===== src/source/VideoTxPkg.sv =====
//--------------------------------------------------------------------------
// Register map, widths and reset geometry for the TFT video transmitter
// Geometry defaults suit a 480x272 panel, Max values are total minus one
//--------------------------------------------------------------------------
package VideoTxPkg;

	//----------------------------------------------------------------------------
	// Widths
	//----------------------------------------------------------------------------
	localparam int lpHWidth		= 11;
	localparam int lpVWidth		= 11;
	localparam int lpColorDepth	= 4;		// Bits per channel on the pins
	localparam int lpAdrsWidth	= 8;

	//----------------------------------------------------------------------------
	// Reset geometry
	//----------------------------------------------------------------------------
	localparam int lpHdisplayDef	= 480;
	localparam int lpHSyncStartDef	= 488;		// Front porch 8
	localparam int lpHSyncEndDef	= 498;		// Pulse 10
	localparam int lpHMaxDef		= 540;		// Back porch 43
	localparam int lpVdisplayDef	= 272;
	localparam int lpVSyncStartDef	= 284;		// Front porch 12
	localparam int lpVSyncEndDef	= 294;		// Pulse 10
	localparam int lpVMaxDef		= 297;		// Back porch 4

	//----------------------------------------------------------------------------
	// Register addresses
	//----------------------------------------------------------------------------
	localparam logic [lpAdrsWidth-1:0] lpAdrsHdisplay	= 8'h00;
	localparam logic [lpAdrsWidth-1:0] lpAdrsHSyncStart	= 8'h01;
	localparam logic [lpAdrsWidth-1:0] lpAdrsHSyncEnd	= 8'h02;
	localparam logic [lpAdrsWidth-1:0] lpAdrsHMax		= 8'h03;
	localparam logic [lpAdrsWidth-1:0] lpAdrsVdisplay	= 8'h04;
	localparam logic [lpAdrsWidth-1:0] lpAdrsVSyncStart	= 8'h05;
	localparam logic [lpAdrsWidth-1:0] lpAdrsVSyncEnd	= 8'h06;
	localparam logic [lpAdrsWidth-1:0] lpAdrsVMax		= 8'h07;
	// Bit 0 video enable, bits 2:1 pattern mode
	localparam logic [lpAdrsWidth-1:0] lpAdrsCtrl		= 8'h08;
	localparam logic [lpAdrsWidth-1:0] lpAdrsColor		= 8'h09;	// RGB 4:4:4
	localparam logic [lpAdrsWidth-1:0] lpAdrsBlDuty		= 8'h0A;

	// Built-in pixel patterns
	typedef enum logic [1:0] {
		PatSolid	= 2'd0,
		PatBars		= 2'd1,
		PatChecker	= 2'd2,
		PatGradient	= 2'd3
	} patternMode_t;

endpackage


===== src/source/VideoTimingIf.sv =====
//--------------------------------------------------------------------------
// Timing, position and colour bundle between the video pipeline stages
// Syncs are active low
//--------------------------------------------------------------------------
`timescale 1ns/1ns

interface VideoTimingIf;

	logic								hSync;
	logic								vSync;
	logic								de;		// Display enable
	logic [VideoTxPkg::lpHWidth-1:0]	xPos;
	logic [VideoTxPkg::lpVWidth-1:0]	yPos;
	logic [VideoTxPkg::lpColorDepth-1:0]	colorR;
	logic [VideoTxPkg::lpColorDepth-1:0]	colorG;
	logic [VideoTxPkg::lpColorDepth-1:0]	colorB;

	// Timing generator side
	modport gen (output hSync, vSync, de, xPos, yPos);

	// Pattern stage, colour for the current position
	modport pix (input hSync, vSync, de, xPos, yPos, output colorR, colorG, colorB);

	// Registered stage output
	modport stage (output hSync, vSync, de, xPos, yPos, colorR, colorG, colorB);

	modport out (input hSync, vSync, de, xPos, yPos, colorR, colorG, colorB);

endinterface


===== src/source/VideoTxCsr.sv =====
//--------------------------------------------------------------------------
// Register space, writes take effect at the strobe edge
// Reads answer one cycle after rdEn, unmapped addresses read zero
//--------------------------------------------------------------------------
`timescale 1ns/1ns

module VideoTxCsr (
	input  logic									iVideoClk,
	input  logic									arstN,
	input  logic									wrEn,
	input  logic [VideoTxPkg::lpAdrsWidth-1:0]		wrAdrs,
	input  logic [15:0]								wrData,
	input  logic									rdEn,
	input  logic [VideoTxPkg::lpAdrsWidth-1:0]		rdAdrs,
	output logic [15:0]								rdData,
	output logic									rdValid,
	output logic [VideoTxPkg::lpHWidth-1:0]			hDisplay,
	output logic [VideoTxPkg::lpHWidth-1:0]			hSyncStart,
	output logic [VideoTxPkg::lpHWidth-1:0]			hSyncEnd,
	output logic [VideoTxPkg::lpHWidth-1:0]			hMax,
	output logic [VideoTxPkg::lpVWidth-1:0]			vDisplay,
	output logic [VideoTxPkg::lpVWidth-1:0]			vSyncStart,
	output logic [VideoTxPkg::lpVWidth-1:0]			vSyncEnd,
	output logic [VideoTxPkg::lpVWidth-1:0]			vMax,
	output logic									videoEn,
	output VideoTxPkg::patternMode_t				patMode,
	output logic [11:0]								color,
	output logic [7:0]								blDuty
);

logic [15:0] rdMux;

//----------------------------------------------------------------------------
// Write decode
//----------------------------------------------------------------------------
always_ff @(posedge iVideoClk or negedge arstN)
begin
	if (!arstN)
	begin
		hDisplay	<= VideoTxPkg::lpHWidth'(VideoTxPkg::lpHdisplayDef);
		hSyncStart	<= VideoTxPkg::lpHWidth'(VideoTxPkg::lpHSyncStartDef);
		hSyncEnd	<= VideoTxPkg::lpHWidth'(VideoTxPkg::lpHSyncEndDef);
		hMax		<= VideoTxPkg::lpHWidth'(VideoTxPkg::lpHMaxDef);
		vDisplay	<= VideoTxPkg::lpVWidth'(VideoTxPkg::lpVdisplayDef);
		vSyncStart	<= VideoTxPkg::lpVWidth'(VideoTxPkg::lpVSyncStartDef);
		vSyncEnd	<= VideoTxPkg::lpVWidth'(VideoTxPkg::lpVSyncEndDef);
		vMax		<= VideoTxPkg::lpVWidth'(VideoTxPkg::lpVMaxDef);
		videoEn		<= 1'b0;
		patMode		<= VideoTxPkg::PatSolid;
		color		<= '0;
		blDuty		<= '0;		// Backlight off
	end
	else if (wrEn)
	begin
		case (wrAdrs)
			VideoTxPkg::lpAdrsHdisplay:		hDisplay	<= wrData[VideoTxPkg::lpHWidth-1:0];
			VideoTxPkg::lpAdrsHSyncStart:	hSyncStart	<= wrData[VideoTxPkg::lpHWidth-1:0];
			VideoTxPkg::lpAdrsHSyncEnd:		hSyncEnd	<= wrData[VideoTxPkg::lpHWidth-1:0];
			VideoTxPkg::lpAdrsHMax:			hMax		<= wrData[VideoTxPkg::lpHWidth-1:0];
			VideoTxPkg::lpAdrsVdisplay:		vDisplay	<= wrData[VideoTxPkg::lpVWidth-1:0];
			VideoTxPkg::lpAdrsVSyncStart:	vSyncStart	<= wrData[VideoTxPkg::lpVWidth-1:0];
			VideoTxPkg::lpAdrsVSyncEnd:		vSyncEnd	<= wrData[VideoTxPkg::lpVWidth-1:0];
			VideoTxPkg::lpAdrsVMax:			vMax		<= wrData[VideoTxPkg::lpVWidth-1:0];
			VideoTxPkg::lpAdrsCtrl:
			begin
				videoEn	<= wrData[0];
				patMode	<= VideoTxPkg::patternMode_t'(wrData[2:1]);
			end
			VideoTxPkg::lpAdrsColor:		color		<= wrData[11:0];
			VideoTxPkg::lpAdrsBlDuty:		blDuty		<= wrData[7:0];
			default:						;			// Unmapped, ignored
		endcase
	end
end

//----------------------------------------------------------------------------
// Read back
//----------------------------------------------------------------------------
always_comb
begin
	case (rdAdrs)
		VideoTxPkg::lpAdrsHdisplay:		rdMux = 16'(hDisplay);
		VideoTxPkg::lpAdrsHSyncStart:	rdMux = 16'(hSyncStart);
		VideoTxPkg::lpAdrsHSyncEnd:		rdMux = 16'(hSyncEnd);
		VideoTxPkg::lpAdrsHMax:			rdMux = 16'(hMax);
		VideoTxPkg::lpAdrsVdisplay:		rdMux = 16'(vDisplay);
		VideoTxPkg::lpAdrsVSyncStart:	rdMux = 16'(vSyncStart);
		VideoTxPkg::lpAdrsVSyncEnd:		rdMux = 16'(vSyncEnd);
		VideoTxPkg::lpAdrsVMax:			rdMux = 16'(vMax);
		VideoTxPkg::lpAdrsCtrl:			rdMux = {13'd0, patMode, videoEn};
		VideoTxPkg::lpAdrsColor:		rdMux = {4'd0, color};
		VideoTxPkg::lpAdrsBlDuty:		rdMux = {8'd0, blDuty};
		default:						rdMux = '0;
	endcase
end

always_ff @(posedge iVideoClk or negedge arstN)
begin
	if (!arstN)
	begin
		rdValid	<= 1'b0;
		rdData	<= '0;
	end
	else
	begin
		rdValid	<= rdEn;		// Exactly one cycle per strobe
		if (rdEn)
			rdData	<= rdMux;
	end
end

endmodule


===== src/source/VideoTimingGen.sv =====
//--------------------------------------------------------------------------
// Horizontal and vertical counters with registered sync and display enable
// Geometry is expected to change only while video is disabled
//--------------------------------------------------------------------------
`timescale 1ns/1ns

module VideoTimingGen (
	input  logic								iVideoClk,
	input  logic								arstN,
	input  logic								videoEn,
	input  logic [VideoTxPkg::lpHWidth-1:0]		hDisplay,
	input  logic [VideoTxPkg::lpHWidth-1:0]		hSyncStart,
	input  logic [VideoTxPkg::lpHWidth-1:0]		hSyncEnd,
	input  logic [VideoTxPkg::lpHWidth-1:0]		hMax,
	input  logic [VideoTxPkg::lpVWidth-1:0]		vDisplay,
	input  logic [VideoTxPkg::lpVWidth-1:0]		vSyncStart,
	input  logic [VideoTxPkg::lpVWidth-1:0]		vSyncEnd,
	input  logic [VideoTxPkg::lpVWidth-1:0]		vMax,
	VideoTimingIf.gen							tim
);

logic [VideoTxPkg::lpHWidth-1:0]	hCount;
logic [VideoTxPkg::lpHWidth-1:0]	hNext;
logic [VideoTxPkg::lpVWidth-1:0]	vCount;
logic [VideoTxPkg::lpVWidth-1:0]	vNext;
logic								hWrap;
logic								running;	// Enable seen for a cycle
logic								hSyncReg;
logic								vSyncReg;
logic								deReg;

assign hWrap = (hCount == hMax);

// Counters sit at zero for one cycle after enable, so de lines up at 0,0
always_comb
begin
	hNext = '0;
	vNext = '0;
	if (videoEn && running)
	begin
		hNext = hWrap ? '0 : hCount + 1'b1;
		if (hWrap)
			vNext = (vCount == vMax) ? '0 : vCount + 1'b1;
		else
			vNext = vCount;
	end
end

// Sync and de are decoded from the next count, so they match the counters
always_ff @(posedge iVideoClk or negedge arstN)
begin
	if (!arstN)
	begin
		running		<= 1'b0;
		hCount		<= '0;
		vCount		<= '0;
		hSyncReg	<= 1'b1;
		vSyncReg	<= 1'b1;
		deReg		<= 1'b0;
	end
	else
	begin
		running		<= videoEn;
		hCount		<= hNext;
		vCount		<= vNext;
		deReg		<= videoEn && (hNext < hDisplay) && (vNext < vDisplay);
		hSyncReg	<= !(videoEn && (hNext >= hSyncStart) && (hNext < hSyncEnd));
		vSyncReg	<= !(videoEn && (vNext >= vSyncStart) && (vNext < vSyncEnd));
	end
end

assign tim.hSync	= hSyncReg;
assign tim.vSync	= vSyncReg;
assign tim.de		= deReg;
assign tim.xPos		= hCount;
assign tim.yPos		= vCount;

endmodule


===== src/source/PixelPattern.sv =====
//--------------------------------------------------------------------------
// Pattern stage, one cycle of latency with timing delayed alongside colour
// Colour is black outside the active area
//--------------------------------------------------------------------------
`timescale 1ns/1ns

module PixelPattern (
	input  logic							iVideoClk,
	input  logic							arstN,
	input  VideoTxPkg::patternMode_t		patMode,
	input  logic [11:0]						color,
	VideoTimingIf.pix						timIn,
	VideoTimingIf.stage						timOut
);

logic [VideoTxPkg::lpColorDepth-1:0]	red;
logic [VideoTxPkg::lpColorDepth-1:0]	green;
logic [VideoTxPkg::lpColorDepth-1:0]	blue;
logic [2:0]								barIdx;

assign barIdx = timIn.xPos[3:1];		// Eight bars, two pixels each

always_comb
begin
	red		= '0;
	green	= '0;
	blue	= '0;
	if (timIn.de)
	begin
		case (patMode)
			VideoTxPkg::PatSolid:	{red, green, blue} = color;
			VideoTxPkg::PatBars:
			begin
				red		= {VideoTxPkg::lpColorDepth{barIdx[2]}};
				green	= {VideoTxPkg::lpColorDepth{barIdx[1]}};
				blue	= {VideoTxPkg::lpColorDepth{barIdx[0]}};
			end
			VideoTxPkg::PatChecker:
			begin
				if (timIn.xPos[2] ^ timIn.yPos[2])
					{red, green, blue} = color;
			end
			VideoTxPkg::PatGradient:
			begin
				red		= timIn.xPos[VideoTxPkg::lpColorDepth-1:0];
				green	= timIn.yPos[VideoTxPkg::lpColorDepth-1:0];
				blue	= timIn.xPos[VideoTxPkg::lpColorDepth-1:0]
						^ timIn.yPos[VideoTxPkg::lpColorDepth-1:0];
			end
			default:	;
		endcase
	end
end

// Unregistered colour for the current position
assign timIn.colorR	= red;
assign timIn.colorG	= green;
assign timIn.colorB	= blue;

always_ff @(posedge iVideoClk or negedge arstN)
begin
	if (!arstN)
	begin
		timOut.hSync	<= 1'b1;
		timOut.vSync	<= 1'b1;
		timOut.de		<= 1'b0;
	end
	else
	begin
		timOut.hSync	<= timIn.hSync;
		timOut.vSync	<= timIn.vSync;
		timOut.de		<= timIn.de;
	end
end

always_ff @(posedge iVideoClk)
begin
	timOut.xPos		<= timIn.xPos;
	timOut.yPos		<= timIn.yPos;
	timOut.colorR	<= red;
	timOut.colorG	<= green;
	timOut.colorB	<= blue;
end

endmodule


===== src/source/TftOutput.sv =====
//--------------------------------------------------------------------------
// TFT pin register stage and backlight PWM with a 256-cycle period
// tftDclk is the inverted video clock, so data is centred on its edge
//--------------------------------------------------------------------------
`timescale 1ns/1ns

module TftOutput (
	input  logic									iVideoClk,
	input  logic									arstN,
	input  logic									videoEn,
	input  logic [7:0]								blDuty,
	VideoTimingIf.out								timIn,
	output logic [VideoTxPkg::lpColorDepth-1:0]		tftColorR,
	output logic [VideoTxPkg::lpColorDepth-1:0]		tftColorG,
	output logic [VideoTxPkg::lpColorDepth-1:0]		tftColorB,
	output logic									tftDclk,
	output logic									tftHSync,
	output logic									tftVSync,
	output logic									tftDe,
	output logic									tftBackLight,
	output logic									tftRst
);

logic [7:0] pwmCount;		// Free running

assign tftDclk = ~iVideoClk;

always_ff @(posedge iVideoClk or negedge arstN)
begin
	if (!arstN)
	begin
		tftColorR		<= '0;
		tftColorG		<= '0;
		tftColorB		<= '0;
		tftHSync		<= 1'b1;
		tftVSync		<= 1'b1;
		tftDe			<= 1'b0;
		pwmCount		<= '0;
		tftBackLight	<= 1'b0;
		tftRst			<= 1'b0;		// Panel held in reset
	end
	else
	begin
		tftColorR		<= timIn.colorR;
		tftColorG		<= timIn.colorG;
		tftColorB		<= timIn.colorB;
		tftHSync		<= timIn.hSync;
		tftVSync		<= timIn.vSync;
		tftDe			<= timIn.de;
		pwmCount		<= pwmCount + 1'b1;
		tftBackLight	<= (pwmCount < blDuty);	// blDuty highs per period
		tftRst			<= videoEn;
	end
end

endmodule


===== src/source/VideoTxBlock.sv =====
//--------------------------------------------------------------------------
// Video transmitter top, register bus and TFT pins on one clock
// Counter to pins takes two cycles
//--------------------------------------------------------------------------
`timescale 1ns/1ns

module VideoTxBlock (
	input  logic									iVideoClk,
	input  logic									arstN,
	input  logic									wrEn,
	input  logic [VideoTxPkg::lpAdrsWidth-1:0]		wrAdrs,
	input  logic [15:0]								wrData,
	input  logic									rdEn,
	input  logic [VideoTxPkg::lpAdrsWidth-1:0]		rdAdrs,
	output logic [15:0]								rdData,
	output logic									rdValid,
	output logic [VideoTxPkg::lpColorDepth-1:0]		tftColorR,
	output logic [VideoTxPkg::lpColorDepth-1:0]		tftColorG,
	output logic [VideoTxPkg::lpColorDepth-1:0]		tftColorB,
	output logic									tftDclk,
	output logic									tftHSync,
	output logic									tftVSync,
	output logic									tftDe,
	output logic									tftBackLight,
	output logic									tftRst
);

logic [VideoTxPkg::lpHWidth-1:0]	hDisplay, hSyncStart, hSyncEnd, hMax;
logic [VideoTxPkg::lpVWidth-1:0]	vDisplay, vSyncStart, vSyncEnd, vMax;
logic								videoEn;
VideoTxPkg::patternMode_t			patMode;
logic [11:0]						color;
logic [7:0]							blDuty;

VideoTimingIf timGenIf ();		// Counter stage to pattern stage
VideoTimingIf timPixIf ();		// Pattern stage to pins

//----------------------------------------------------------------------------
// Register space
//----------------------------------------------------------------------------
VideoTxCsr u_VideoTxCsr (
	.iVideoClk	(iVideoClk),	.arstN		(arstN),
	.wrEn		(wrEn),			.wrAdrs		(wrAdrs),		.wrData		(wrData),
	.rdEn		(rdEn),			.rdAdrs		(rdAdrs),
	.rdData		(rdData),		.rdValid	(rdValid),
	.hDisplay	(hDisplay),		.hSyncStart	(hSyncStart),
	.hSyncEnd	(hSyncEnd),		.hMax		(hMax),
	.vDisplay	(vDisplay),		.vSyncStart	(vSyncStart),
	.vSyncEnd	(vSyncEnd),		.vMax		(vMax),
	.videoEn	(videoEn),		.patMode	(patMode),
	.color		(color),		.blDuty		(blDuty)
);

//----------------------------------------------------------------------------
// Pipeline
//----------------------------------------------------------------------------
VideoTimingGen u_VideoTimingGen (
	.iVideoClk	(iVideoClk),	.arstN		(arstN),		.videoEn	(videoEn),
	.hDisplay	(hDisplay),		.hSyncStart	(hSyncStart),
	.hSyncEnd	(hSyncEnd),		.hMax		(hMax),
	.vDisplay	(vDisplay),		.vSyncStart	(vSyncStart),
	.vSyncEnd	(vSyncEnd),		.vMax		(vMax),
	.tim		(timGenIf)
);

PixelPattern u_PixelPattern (
	.iVideoClk	(iVideoClk),	.arstN		(arstN),
	.patMode	(patMode),		.color		(color),
	.timIn		(timGenIf),		.timOut		(timPixIf)
);

TftOutput u_TftOutput (
	.iVideoClk		(iVideoClk),	.arstN		(arstN),
	.videoEn		(videoEn),		.blDuty		(blDuty),
	.timIn			(timPixIf),
	.tftColorR		(tftColorR),	.tftColorG	(tftColorG),	.tftColorB	(tftColorB),
	.tftDclk		(tftDclk),		.tftHSync	(tftHSync),		.tftVSync	(tftVSync),
	.tftDe			(tftDe),		.tftBackLight	(tftBackLight),
	.tftRst			(tftRst)
);

endmodule


===== config.mk =====
export PLATFORM = sky130hd
export DESIGN_NAME = VideoTxBlock
export DESIGN_NICKNAME = d
export VERILOG_FILES = /design/src/source/VideoTxPkg.sv /design/src/source/VideoTimingIf.sv /design/src/source/VideoTxCsr.sv /design/src/source/VideoTimingGen.sv /design/src/source/PixelPattern.sv /design/src/source/TftOutput.sv /design/src/source/VideoTxBlock.sv
export SDC_FILE = /design/constraint.sdc
export NUM_CORES = 1
export LEC_CHECK = 0
export ABC_AREA = 0
export BUFFER_PORTS_ARGS = -buffer_cell sky130_fd_sc_hd__buf_2
export CELL_PAD_IN_SITES_DETAIL_PLACEMENT = 0
export CELL_PAD_IN_SITES_GLOBAL_PLACEMENT = 2
export CORE_ASPECT_RATIO = 2
export CORE_MARGIN = 10
export CORE_UTILIZATION = 43
export CTS_CLUSTER_DIAMETER = 30
export CTS_CLUSTER_SIZE = 24
export DETAILED_ROUTE_END_ITERATION = 8
export PLACE_DENSITY_LB_ADDON = 0.1
export SYNTH_ARGS = -nofsm -noshare
export SYNTH_HDL_FRONTEND = slang
export SYNTH_SLANG_ARGS = --single-unit

===== constraint.sdc =====
create_clock -name iVideoClk -period 5.6 [get_ports iVideoClk]
set_clock_uncertainty 0.2 [all_clocks]
set_input_delay 1.12 -clock iVideoClk [delete_from_list [all_inputs] [get_ports iVideoClk]]
set_output_delay 1.12 -clock iVideoClk [all_outputs]
set_load 0.05 [all_outputs]

* After elaboration in Yosys (flattened, before gate mapping) *
Index checks and enable logic that the tools add are counted.

storage, ports and cells
  flip-flop bits (word level) = 193
  output and inout bits = 35

operators by class
  $add $sub $neg = 3
  $lt $le $gt $ge = 7
  eq/ne operators = 25
  muxes and demuxes = 12
  bitwise gates (word level) = 3
  reduce and logical (&&, ||, !) cells = 23

operators with widths
  kind                                                  count
  case mux 12 bit (11 select lines)                     1
  equality test 8 x 3 -> 1 bit (second input constant)  8
  2-to-1 mux 11 bit                                     5
  equality test 8 x 4 -> 1 bit (second input constant)  6
  case mux 4 bit (4 select lines)                       3
  < comparator 11 bit                                   4
  equality test 8 x 2 -> 1 bit (second input constant)  4
  adder 11 x 1 -> 11 bit (second input constant)        2
  equality test 11 bit                                  2
  >= comparator 11 bit                                  2
  AND reduction 2 bit                                   11
  equality test 8 x 1 -> 1 bit (second input constant)  2
  logical NOT 8 bit                                     2
  2-to-1 mux 4 bit                                      3
  adder 8 x 1 -> 8 bit (second input constant)          1
  < comparator 8 bit                                    1
  logical AND 1 bit                                     7
  equality test 2 bit (second input constant)           2
  bitwise XOR 4 bit                                     1
  equality test 2 x 1 -> 1 bit (second input constant)  1
  logical NOT 1 bit                                     2
  logical NOT 2 bit                                     1
  inverter 1 bit                                        1
  bitwise XOR 1 bit                                     1

* Logic depth before layout (Yosys ltp) *
  depth in word-level cells = 8
  gate-level depth with buffers = 16

* Cells and area by module *
From an unflattened synthesis, not the netlist that was laid out.

second synthesis, totals
  cells, all modules = 954
  area total of the unflattened synthesis = 10866.7 µm²

modules (own cells, without submodules)
  module          times used  cells each  area each (µm²)  sequential area each (µm²)
  VideoTxCsr      1           442         5854.4           3144.3
  VideoTimingGen  1           364         3044.2           653.1
  PixelPattern    1           79          1042.2           758.2
  TftOutput       1           69          925.9            628.1

==> results.yml <==
floorplanning:
  die_area_mm2: 0.0304
  initial_core_util_pct: 43.5
  die_y_um: 237
  die_w_um: 128
  pin_count: 71
  core_area_mm2: 0.0232
  fp-row-count: 79
layout:
  fillers: 2192
  n_antenna_cell: 0
  area_growth_pct: 11.8
  final_nets: 1111
  drive_above_1_share_pct: 23.8
global_routing:
  grt_pass1_vias: 7698
  antenna_found_initial: 0
  grt_pass1_wl_um: 47200
  grt_max_degree: 98
  track_usage_pct: 21.0
  grt_overflow: 0
clock_network:
  cts_tree: "yes"
  htree_num_levels: 4
  cts_root_buf: "clkbuf_16"
  holdBufCountCts: 0
  worstSkewPairLatency_ns: 0.47
  cts_setup_buffers: 0
  clk_path_buf_depth: 2
  cts_made_buffers: 17
  cts_resized: 0
  cts.clk_slew.worst_paths_ns: 0.08
logic_synthesis:
  synth_edf_count: 0
  synthArstFlopShare_pct: 93.7
  synth-seq-cells: 189
  yosys_warnings: 0
  syn_inst: 963
  syn-cell-area_mm2: 0.0101
  synth_most_common_cell: "dfrtp_1"
  synth_area_leaders: "dfrtp_1 (34%), dfstp_2 (10%), mux2_2 (8.6%)"
  synth_top_area_share_pct: 34.2
  syn-mean-instance-area_um2: 10.5
  seq_area_frac_synth_pct: 46.7
  synth_ff_type: "dfrtp_1"
  yosys.cell_types.count: 58
  synth_area_leader_cell: "dfrtp_1"
  synthTopCellsByCount: "dfrtp_1 (138), inv_1 (87), mux2_2 (77)"
drt:
  viasPerCell: 5.59
  vias: 7281
  drtAntennaViolNets: 0
  drt_first_pass_iters: 6
  drt-initial-drc-count: 316
  drc_errors: 0
  wl_per_cell_um: 23.9
  drt-total-wl_um: 31100
sta:
  worst_slew_pin_slew_ns: 1.06
  finalSetupTns_ns: 0
  relSlewSlack_pct: 28.9
  slew_violations: 0
  hold_viol: 0
  setup_viol: 0
  rsz0062_at_grt: "no"
setup_path:
  critPathKind: "clk -> out"
  cp-end-kind: "output pin"
  cp.required_ns: 4.28
  worst_path_most_repeated_cell: "clkbuf_16"
  arrival_ns: 3.53
  cp_slowest_cell: "buf_2"
  slowest_delay_ns: 0.25
  worstPathCellList: "clkbuf_16 -> clkbuf_16 -> inv_1 -> buf_2"
  startpoint_type: "clock port"
  cp_max_fo: 16
power_and_ir_drop:
  peakVddDrop_mv: 0.237
  leakage_nw: 5.21
  power.total_mw: 3.07
  p_per_area_mw_per_mm2: 272
placement:
  port_buffers: 62
  dp_hpwl_um: 23700
  routabilityCongestion: 0.858
hold_path:
  worstHoldPathType: "reg -> reg"
run_status:
  status: "completed"
flow_run:
  cap_violations: 0
## worst max-delay path: cells and delay by family
family / cells / cell delay (ns)
buffers and inverters: 4 / 0.72
## cells in the final DEF, fill, tap and decap left out, types with 3 or more instances in the layout
master | netlist | final
dfrtp_1 | 138 | 138
inv_1 | 87 | 87
mux2_2 | 77 | 77
nand2_1 | 73 | 73
ha_1 | 69 | 69
o21ai_0 | 64 | 64
buf_2 | 3 | 61
nor2_1 | 53 | 52
dfstp_2 | 39 | 39
xnor2_1 | 34 | 34
a21oi_1 | 29 | 29
nand3_1 | 22 | 22
clkbuf_16 | 0 | 17
nor2b_1 | 16 | 16
nand2b_1 | 14 | 14
o22ai_1 | 14 | 14
a21o_1 | 13 | 13
xor2_1 | 12 | 12
mux4_2 | 12 | 12
a22oi_1 | 12 | 12
buf_4 | 4 | 12
dfxtp_1 | 12 | 12
nand4_1 | 11 | 11
mux2i_1 | 10 | 10
clkinv_8 | 0 | 10
nor3_1 | 10 | 9
a221oi_1 | 9 | 9
a211oi_1 | 8 | 8
o211ai_1 | 7 | 7
and3_1 | 6 | 6
a31oi_1 | 6 | 6
and2_1 | 6 | 6
or4_1 | 4 | 4
or3_1 | 4 | 4
o21a_1 | 4 | 4
conb_1 | 1 | 4
and4_1 | 3 | 3
nor4_1 | 3 | 3
o221ai_1 | 3 | 3
## per-layer routing
metal | GRT usage (%) | part of all wire (%)
met1 | 22.7 | 37
met2 | 38.0 | 55
met3 | 2.98 | 2.9
met4 | 10.9 | 4.5
met5 | 0 | 0
## final cells by class
type | instances | area (µm²) | share of cell area, %
Timing Repair Buffer | 73 | 404 | 3.58
Clock buffer | 18 | 430 | 3.81
Sequential cell | 189 | 4720 | 41.8
Tap cell | 283 | 354 | 3.13
Inverter | 86 | 323 | 2.86
Multi-Input combinational cell | 637 | 4850 | 42.9
Clock inverter | 16 | 223 | 1.97
## stage by stage
stage	utilization (%)	instances	worst slack, ns	instance area, µm²	hold slack (ns)
floorplan	-	966	1.18	10100	0.116
global placement	45.9	1270	1.16	10700	0.117
detailed placement	45.9	1270	1.20	10700	0.120
CTS	48.6	1302	0.732	11300	0.131
global route	48.6	1302	0.717	11300	0.132
finish	48.6	1302	0.754	11300	0.130
## sequential cells by signal, summed over array words and instances, names as in the netlist, 8 cells and up
signal                     count
u_VideoTxCsr.rdData           12
u_VideoTxCsr.vDisplay         11
u_VideoTimingGen.tim.yPos     11
u_TftOutput.pwmCount           8
u_VideoTxCsr.hSyncEnd         11
u_VideoTxCsr.blDuty            8
u_VideoTimingGen.tim.xPos     11
u_VideoTxCsr.vSyncStart       11
u_VideoTxCsr.vSyncEnd         11
u_VideoTxCsr.hSyncStart       11
u_VideoTxCsr.vMax             11
u_VideoTxCsr.hDisplay         11
u_VideoTxCsr.color            12
u_VideoTxCsr.hMax             11
## cell families (layout without fill, tap and decap cells)
family	count (synthesis)	count (layout)	share of synthesized area, %
DFF	189	189	46.7
muxes	99	99	12.2
and+or+nand+nor	232	232	11.1
AOI/OAI and AO/OA	186	186	11.7
xor gates and xnor gates	47	47	4.15
buffers and inverters	140	193	5.62
other	1	4	0.0371
adders and majority gates	69	69	8.54
## worst paths after layout
check	startpoint	end	slack [ns]	cells after the start
setup / recovery	iVideoClk	tftDclk	0.75	4
hold / removal	u_PixelPattern.timOut.colorR[2]	u_TftOutput.tftColorR[2]	0.13	0
setup reg to reg	u_VideoTimingGen.tim.xPos[0]	u_VideoTimingGen.tim.vSync	1.24	15
hold reg to reg	u_PixelPattern.timOut.colorR[2]	u_TftOutput.tftColorR[2]	0.13	0
max in group asynchronous	arstN	u_VideoTxCsr.hSyncEnd[0]	3.47	2
min in group asynchronous	arstN	u_VideoTimingGen.tim.xPos[10]	0.53	1
## power breakdown
part | internal, mW | switching, mW
logic | 0.105 | 0.181
clock network | 0.625 | 0.690
registers | 1.42 | 0.0452
Note: power is estimated with default switching activity, not from simulation.
